**src/hw/cmd_pkg.sv**
```systemverilog
package cmd_pkg;

    localparam int DATA_W   = 7;
    localparam int NUM_BITS = 22;  // 20 buffer bits and 2 mode bits

    // Spare code 3'd7 is left unnamed and decodes as NOP
    typedef enum logic [2:0] {
        NOP      = 3'd0,
        SET_A    = 3'd1,
        SET_B    = 3'd2,
        SET_MODE = 3'd3,
        CLR_A    = 3'd4,
        CLR_B    = 3'd5,
        CLR_MODE = 3'd6
    } word_type_e;

    typedef struct packed {
        word_type_e        wtype;
        logic [DATA_W-1:0] data;  // data[0] is G1, data[6] is G7
    } cmd_word_t;

    typedef struct packed {
        word_type_e grp;  // SET word type that addresses the bit
        logic [2:0] hi;
        logic [2:0] lo;
    } set_term_t;

    // Entry k drives bank bit k when data[hi] is 1 and data[lo] is 0
    localparam set_term_t SET_TABLE [0:NUM_BITS-1] = '{
        '{SET_A,    3'd2, 3'd1},  // Group A starts at bit 0
        '{SET_A,    3'd3, 3'd2},
        '{SET_A,    3'd0, 3'd1},
        '{SET_B,    3'd1, 3'd2},  // Group B starts at bit 3
        '{SET_B,    3'd2, 3'd3},
        '{SET_B,    3'd3, 3'd4},  // G4 high, G5 low
        '{SET_B,    3'd4, 3'd5},
        '{SET_B,    3'd5, 3'd6},
        '{SET_B,    3'd6, 3'd0},
        '{SET_B,    3'd1, 3'd0},
        '{SET_B,    3'd2, 3'd1},
        '{SET_B,    3'd3, 3'd2},
        '{SET_B,    3'd4, 3'd3},
        '{SET_B,    3'd5, 3'd4},
        '{SET_B,    3'd6, 3'd5},
        '{SET_B,    3'd0, 3'd6},
        '{SET_B,    3'd0, 3'd2},
        '{SET_B,    3'd1, 3'd3},
        '{SET_B,    3'd2, 3'd4},
        '{SET_B,    3'd3, 3'd5},
        '{SET_MODE, 3'd0, 3'd1},  // Mode bits sit at the top of the bank
        '{SET_MODE, 3'd1, 3'd2}
    };

    typedef struct packed {
        logic [NUM_BITS-1:0] set_vec;
        logic                clr_a;
        logic                clr_b;
        logic                clr_mode;
        logic                op_valid;
    } dec_op_t;

endpackage

```
**src/hw/buff_pkg.sv**
```systemverilog
package buff_pkg;

    import cmd_pkg::*;

    localparam int RD_W = 17;  // Width of group B, the widest group

    typedef enum logic [1:0] {
        GRP_A    = 2'd0,
        GRP_B    = 2'd1,
        GRP_MODE = 2'd2
    } grp_e;

    // First member lands in the top bits, so group A occupies bank bits 2:0
    typedef struct packed {
        logic [1:0]  grp_mode;
        logic [16:0] grp_b;
        logic [2:0]  grp_a;
    } buff_bank_t;

    localparam logic [NUM_BITS-1:0] GRP_MASK [0:2] = '{
        buff_bank_t'{grp_mode: '0, grp_b: '0, grp_a: '1},
        buff_bank_t'{grp_mode: '0, grp_b: '1, grp_a: '0},
        buff_bank_t'{grp_mode: '1, grp_b: '0, grp_a: '0}
    };

endpackage

```
**src/hw/buff_readout.sv**
```systemverilog
`timescale 1ns/1ps

module buff_readout
    import buff_pkg::*;
(
    input  logic            sim_clk,
    input  logic            arst_n,
    input  buff_bank_t      bank,
    input  grp_e            rd_sel,
    output logic [RD_W-1:0] rd_data,
    output logic            changed
);

    buff_bank_t      bank_prev;
    logic [RD_W-1:0] sel_data;
    logic [RD_W-1:0] rd_q;
    logic            changed_q;

    always_comb begin
        case (rd_sel)
            GRP_A: begin
                sel_data = RD_W'(bank.grp_a);
            end
            GRP_B: begin
                sel_data = bank.grp_b;
            end
            GRP_MODE: begin
                sel_data = RD_W'(bank.grp_mode);
            end
            default: begin
                sel_data = '0;
            end
        endcase
    end

    // Previous copy starts at zero like the bank, so reset gives no pulse
    always_ff @(posedge sim_clk or negedge arst_n) begin
        if (!arst_n) begin
            bank_prev <= '0;
            rd_q      <= '0;
            changed_q <= 1'b0;
        end else begin
            bank_prev <= bank;
            rd_q      <= sel_data;
            changed_q <= (bank != bank_prev);
        end
    end

    assign rd_data = rd_q;
    assign changed = changed_q;

endmodule

```
**src/hw/cmd_decoder_top.sv**
```systemverilog
`timescale 1ns/1ps

module cmd_decoder_top
    import cmd_pkg::*;
    import buff_pkg::*;
(
    input  logic            sim_clk,
    input  logic            arst_n,
    input  logic            word_strobe,
    input  cmd_word_t       word,
    input  grp_e            rd_sel,
    output buff_bank_t      bank,
    output logic [RD_W-1:0] rd_data,
    output logic            changed
);

    dec_op_t dec_op;  // Decoded word, one cycle behind the strobe

    cmd_word_decode u_decode (
        .sim_clk     (sim_clk),
        .arst_n      (arst_n),
        .word_strobe (word_strobe),
        .word        (word),
        .dec_op      (dec_op)
    );

    mode_buff_regs u_regs (
        .sim_clk (sim_clk),
        .arst_n  (arst_n),
        .dec_op  (dec_op),
        .bank    (bank)
    );

    buff_readout u_readout (
        .sim_clk (sim_clk),
        .arst_n  (arst_n),
        .bank    (bank),
        .rd_sel  (rd_sel),
        .rd_data (rd_data),
        .changed (changed)
    );

endmodule

```
**src/hw/cmd_word_decode.sv**
```systemverilog
`timescale 1ns/1ps

module cmd_word_decode
    import cmd_pkg::*;
(
    input  logic      sim_clk,
    input  logic      arst_n,
    input  logic      word_strobe,
    input  cmd_word_t word,
    output dec_op_t   dec_op
);

    logic [NUM_BITS-1:0] term_hit;
    dec_op_t             op_nxt;
    dec_op_t             op_q;

    // Every table entry is checked in parallel, as the gate terms of each latch are
    always_comb begin
        for (int k = 0; k < NUM_BITS; k++) begin
            term_hit[k] = word.data[SET_TABLE[k].hi]
                        & ~word.data[SET_TABLE[k].lo]
                        & (word.wtype == SET_TABLE[k].grp);
        end
    end

    always_comb begin
        op_nxt          = '0;
        op_nxt.op_valid = word_strobe;
        if (word_strobe) begin
            case (word.wtype)
                SET_A, SET_B, SET_MODE: begin
                    op_nxt.set_vec = term_hit;  // Hits are already limited to the word's group
                end
                CLR_A: begin
                    op_nxt.clr_a = 1'b1;
                end
                CLR_B: begin
                    op_nxt.clr_b = 1'b1;
                end
                CLR_MODE: begin
                    op_nxt.clr_mode = 1'b1;
                end
                default: begin
                    op_nxt.set_vec = '0;  // NOP and the spare code
                end
            endcase
        end
    end

    always_ff @(posedge sim_clk or negedge arst_n) begin
        if (!arst_n) begin
            op_q <= '0;
        end else begin
            op_q <= op_nxt;
        end
    end

    assign dec_op = op_q;

endmodule

```
**src/hw/mode_buff_regs.sv**
```systemverilog
`timescale 1ns/1ps

module mode_buff_regs
    import cmd_pkg::*;
    import buff_pkg::*;
(
    input  logic       sim_clk,
    input  logic       arst_n,
    input  dec_op_t    dec_op,
    output buff_bank_t bank
);

    logic [NUM_BITS-1:0] clr_mask;
    logic [NUM_BITS-1:0] set_term;
    logic [NUM_BITS-1:0] rst_term;
    logic [NUM_BITS-1:0] latch_q;

    // Group clears play the part of the BRR1, BRR2 and MODRR reset lines
    always_comb begin
        clr_mask = '0;
        if (dec_op.clr_a) begin
            clr_mask = clr_mask | GRP_MASK[GRP_A];
        end
        if (dec_op.clr_b) begin
            clr_mask = clr_mask | GRP_MASK[GRP_B];
        end
        if (dec_op.clr_mode) begin
            clr_mask = clr_mask | GRP_MASK[GRP_MODE];
        end
    end

    assign set_term = dec_op.op_valid ? dec_op.set_vec : '0;
    assign rst_term = dec_op.op_valid ? clr_mask : '0;

    // One set/reset latch per bit, held in place when neither input is active
    for (genvar k = 0; k < NUM_BITS; k++) begin : g_latch
        logic q;

        always_ff @(posedge sim_clk or negedge arst_n) begin
            if (!arst_n) begin
                q <= 1'b0;
            end else if (set_term[k]) begin
                q <= 1'b1;
            end else if (rst_term[k]) begin
                q <= 1'b0;
            end
        end

        assign latch_q[k] = q;
    end

    assign bank = buff_bank_t'(latch_q);

endmodule

```
**config.mk**
```make
export PLATFORM = sky130hd
export DESIGN_NAME = cmd_decoder_top
export DESIGN_NICKNAME = d
export VERILOG_FILES = /design/src/hw/cmd_pkg.sv /design/src/hw/buff_pkg.sv /design/src/hw/buff_readout.sv /design/src/hw/cmd_decoder_top.sv /design/src/hw/cmd_word_decode.sv /design/src/hw/mode_buff_regs.sv
export SDC_FILE = /design/constraint.sdc
export NUM_CORES = 1
export LEC_CHECK = 0
export ABC_AREA = 1
export BUFFER_PORTS_ARGS = -buffer_cell sky130_fd_sc_hd__buf_2
export CAP_MARGIN = 25
export CORE_AREA = 5 5 90 92
export DETAILED_ROUTE_END_ITERATION = 8
export DIE_AREA = 0 0 95 97
export PLACE_DENSITY_LB_ADDON = 0.15
export SYNTH_ARGS = -nofsm -noshare
export SYNTH_HDL_FRONTEND = slang
export SYNTH_SLANG_ARGS = --single-unit
```
**constraint.sdc**
```tcl
create_clock -name sim_clk -period 0.9 [get_ports sim_clk]
set_input_delay 0.045 -clock sim_clk [delete_from_list [all_inputs] [get_ports sim_clk]]
set_output_delay 0.045 -clock sim_clk [all_outputs]
set_load 0.02 [all_outputs]
```
==> flow_summary.json <==
{
  "status": "finished, violations left",
  "violations": "negative setup slack",
  "die_h_um": 97,
  "fin_ws_ps": -188,
  "tightest_slew_ps": 442,
  "grt_pass1_vias": 2613,
  "drive_gt1_frac": 0.372,
  "slew_headroom": 0.706,
  "ir_drop_mv": 1.09,
  "cts.clk_slew.worst_paths_ps": 80,
  "io_pins": 55,
  "clock_power_share": 0.243,
  "row_count": 31,
  "antenna_found_initial": 0,
  "hold_class": "in -> reg",
  "overflow": 0,
  "power_frac_comb": 0.271,
  "postRouteAntennaNets": 0,
  "seq_area_frac_synth": 0.634,
  "grt_max_degree": 88,
  "drt-wirelength-per-cell_um": 12.4,
  "place_inst": 530,
  "power_switching_w": 0.00271,
  "cts-root-buf": "clkbuf_8",
  "yosys_warnings": 0,
  "gp_congestion": 0.755,
  "final_nets": 483,
  "yosys-top-cells-area": "dfrtp_1, nand2_1, inv_1, buf_4, nor2_1",
  "layout_commonest_cell": "nand2_1",
  "holdPathStages": 3,
  "tritoncts": "built",
  "placed_area_um2": 4070,
  "r2r_slack_ps": -190,
  "setup_viol": 44,
  "fin_cells": 570,
  "hold_ws_ps": 25.4,
  "power_frac_seq": 0.485,
  "fillCellCount": 555,
  "slew_viol_final": 0,
  "drt_iter0_markers": 98,
  "ff2ff_path_depth": 6,
  "syn_nets": 371,
  "via_per_inst": 4.53,
  "hold_violations": 0,
  "syn_avg_cell_area_um2": 9.75,
  "synthDistinctLibCells": 20,
  "grt_pass1_wl_um": 12300,
  "dp_hpwl_um": 4740,
  "period_share": 1.21,
  "rsz0062_at_grt": "true",
  "drt_wl_total_um": 7090,
  "synth_top_area_frac": 0.634,
  "intPower_w": 0.00671,
  "end_kind": "register",
  "clk_latency_ps": 350,
  "netlist_area_um2": 3470,
  "firstDrtPassIters": 4,
  "die_x_um": 95,
  "finalInstanceArea_um2": 4940,
  "cp_max_fo": 3,
  "synth-seq-cells": 88,
  "p_per_area_nw_per_um2": 1910,
  "netlist_instances": 356,
  "antennaDiodeCount": 0,
  "clock_path_buffers": 2,
  "crit_arrival_ps": 1320,
  "h-tree-depth": 3,
  "start_util": 0.486,
  "coreArea_um2": 7140,
  "io_buffer_count": 54,
  "period_needed_ps": 1090,
  "worstSetupPathType": "reg -> reg",
  "p_total_w": 0.00941,
  "synth_top_area_cell": "dfrtp_1",
  "num_vias": 2584,
  "power.leakage_nw": 2.53,
  "setup_tns_ps": -3620,
  "dieArea_um2": 9220,
  "max-cap-violations": 0,
  "drcViolationCount": 0,
  "cp-start-kind": "register",
  "clock_sinks": 88,
  "layout_common_cells": "nand2_1, dfrtp_1, buf_6, inv_1, nor2_1",
  "cts_buffers": 9,
  "area_growth_pct": 42.2,
  "finalClockSkew_ps": 9.20,
  "grt_usage": 0.173,
  "fmax_mhz": 919,
  "critPathRequiredTime_ps": 1130,
  "switching_share": 0.287
}
==> final cells by class <==
| cell class | instances | area, um2 | area share |
|---|---|---|---|
| Multi-Input combinational cell | 186 | 966 | 0.196 |
| Tap cell | 99 | 124 | 0.0251 |
| Timing Repair Buffer | 130 | 1290 | 0.261 |
| Clock inverter | 1 | 5.00 | 0.00101 |
| Clock buffer | 13 | 149 | 0.0302 |
| Inverter | 53 | 204 | 0.0413 |
| Sequential cell | 88 | 2200 | 0.446 |
==> flip-flops by register name, indices dropped and copies added, names as in the netlist <==
register,cells
u_decode.dec_op,26
u_readout.rd_data,17
u_regs.g_latch.q,22
u_readout.bank_prev,22
u_readout.changed,1
==> synth_stat cells (all sizes together) <==
master / number
xnor2: 2
nor3: 12
o21ai: 20
nor4: 4
o211ai: 2
xor2: 1
nand2: 94
a22o: 3
nand3: 10
buf: 29
nor2: 38
dfrtp: 88
inv: 53
==> critical path, stage by stage (launching register included) <==
cell and delay [ps]:
dfrtp_1 430, nand2_1 90, nand2_1 50, nor2_1 130, nand2_2 80, nor2_2 120, nand3_1 70
==> power by group through the flow <==
stage / sequential, W / combinational [W] / clock [W]
global route: 0.00462 / 0.00280 / 0.00256
detailed placement: 0.00460 / 0.00190 / 0
floorplan: 0.00464 / 0.00110 / 0
CTS: 0.00456 / 0.00243 / 0.00235
global placement: 0.00458 / 0.00188 / 0
finish: 0.00457 / 0.00256 / 0.00229
==> routing by layer <==
layer  share of wire  vias up  track usage
met2            0.48       54        0.263
li1                -     1285            -
met4           0.016        0       0.0644
met3           0.043       11       0.0481
met5               0        -            0
met1            0.47     1234        0.234
==> stage by stage <==
stage / worst slack, ps / utilization
final: -188 / 0.692
after global routing: -286 / 0.692
after CTS: -176 / 0.672
after detailed placement: -209 / 0.570
after global placement: -188 / 0.570
after floorplan: -17.5 / -
==> final timing paths <==
check | startpoint | end
worst max register to register | u_regs.g_latch[9].q | u_readout.changed
max in group asynchronous | arst_n | u_readout.rd_data[9]
worst min register to register | u_regs.g_latch[17].q | u_readout.bank_prev[17]
min in group asynchronous | arst_n | u_readout.rd_data[5]
worst max-delay path | u_regs.g_latch[9].q | u_readout.changed
worst min-delay path | word[5] | u_decode.dec_op[17]
==> cells by family after synthesis <==
kind of cell / Yosys count / synth area share
simple gates: 158 / 0.196
xor+xnor: 3 / 0.00757
buf+inv: 82 / 0.121
flops: 88 / 0.634
compound gates: 25 / 0.0407
==> repair_timing <==
item | 4_1_cts | 5_1_grt
setup buffers | 8 | 2
pin swaps | 7 | 9
hold endpoints to repair | 108 | 0
hold buffers | 14 | 0
gates resized for setup | 121 | 34
setup endpoints to repair | 48 | 65
cloned | 1 | 1
Power figures use the tool's default switching activity.
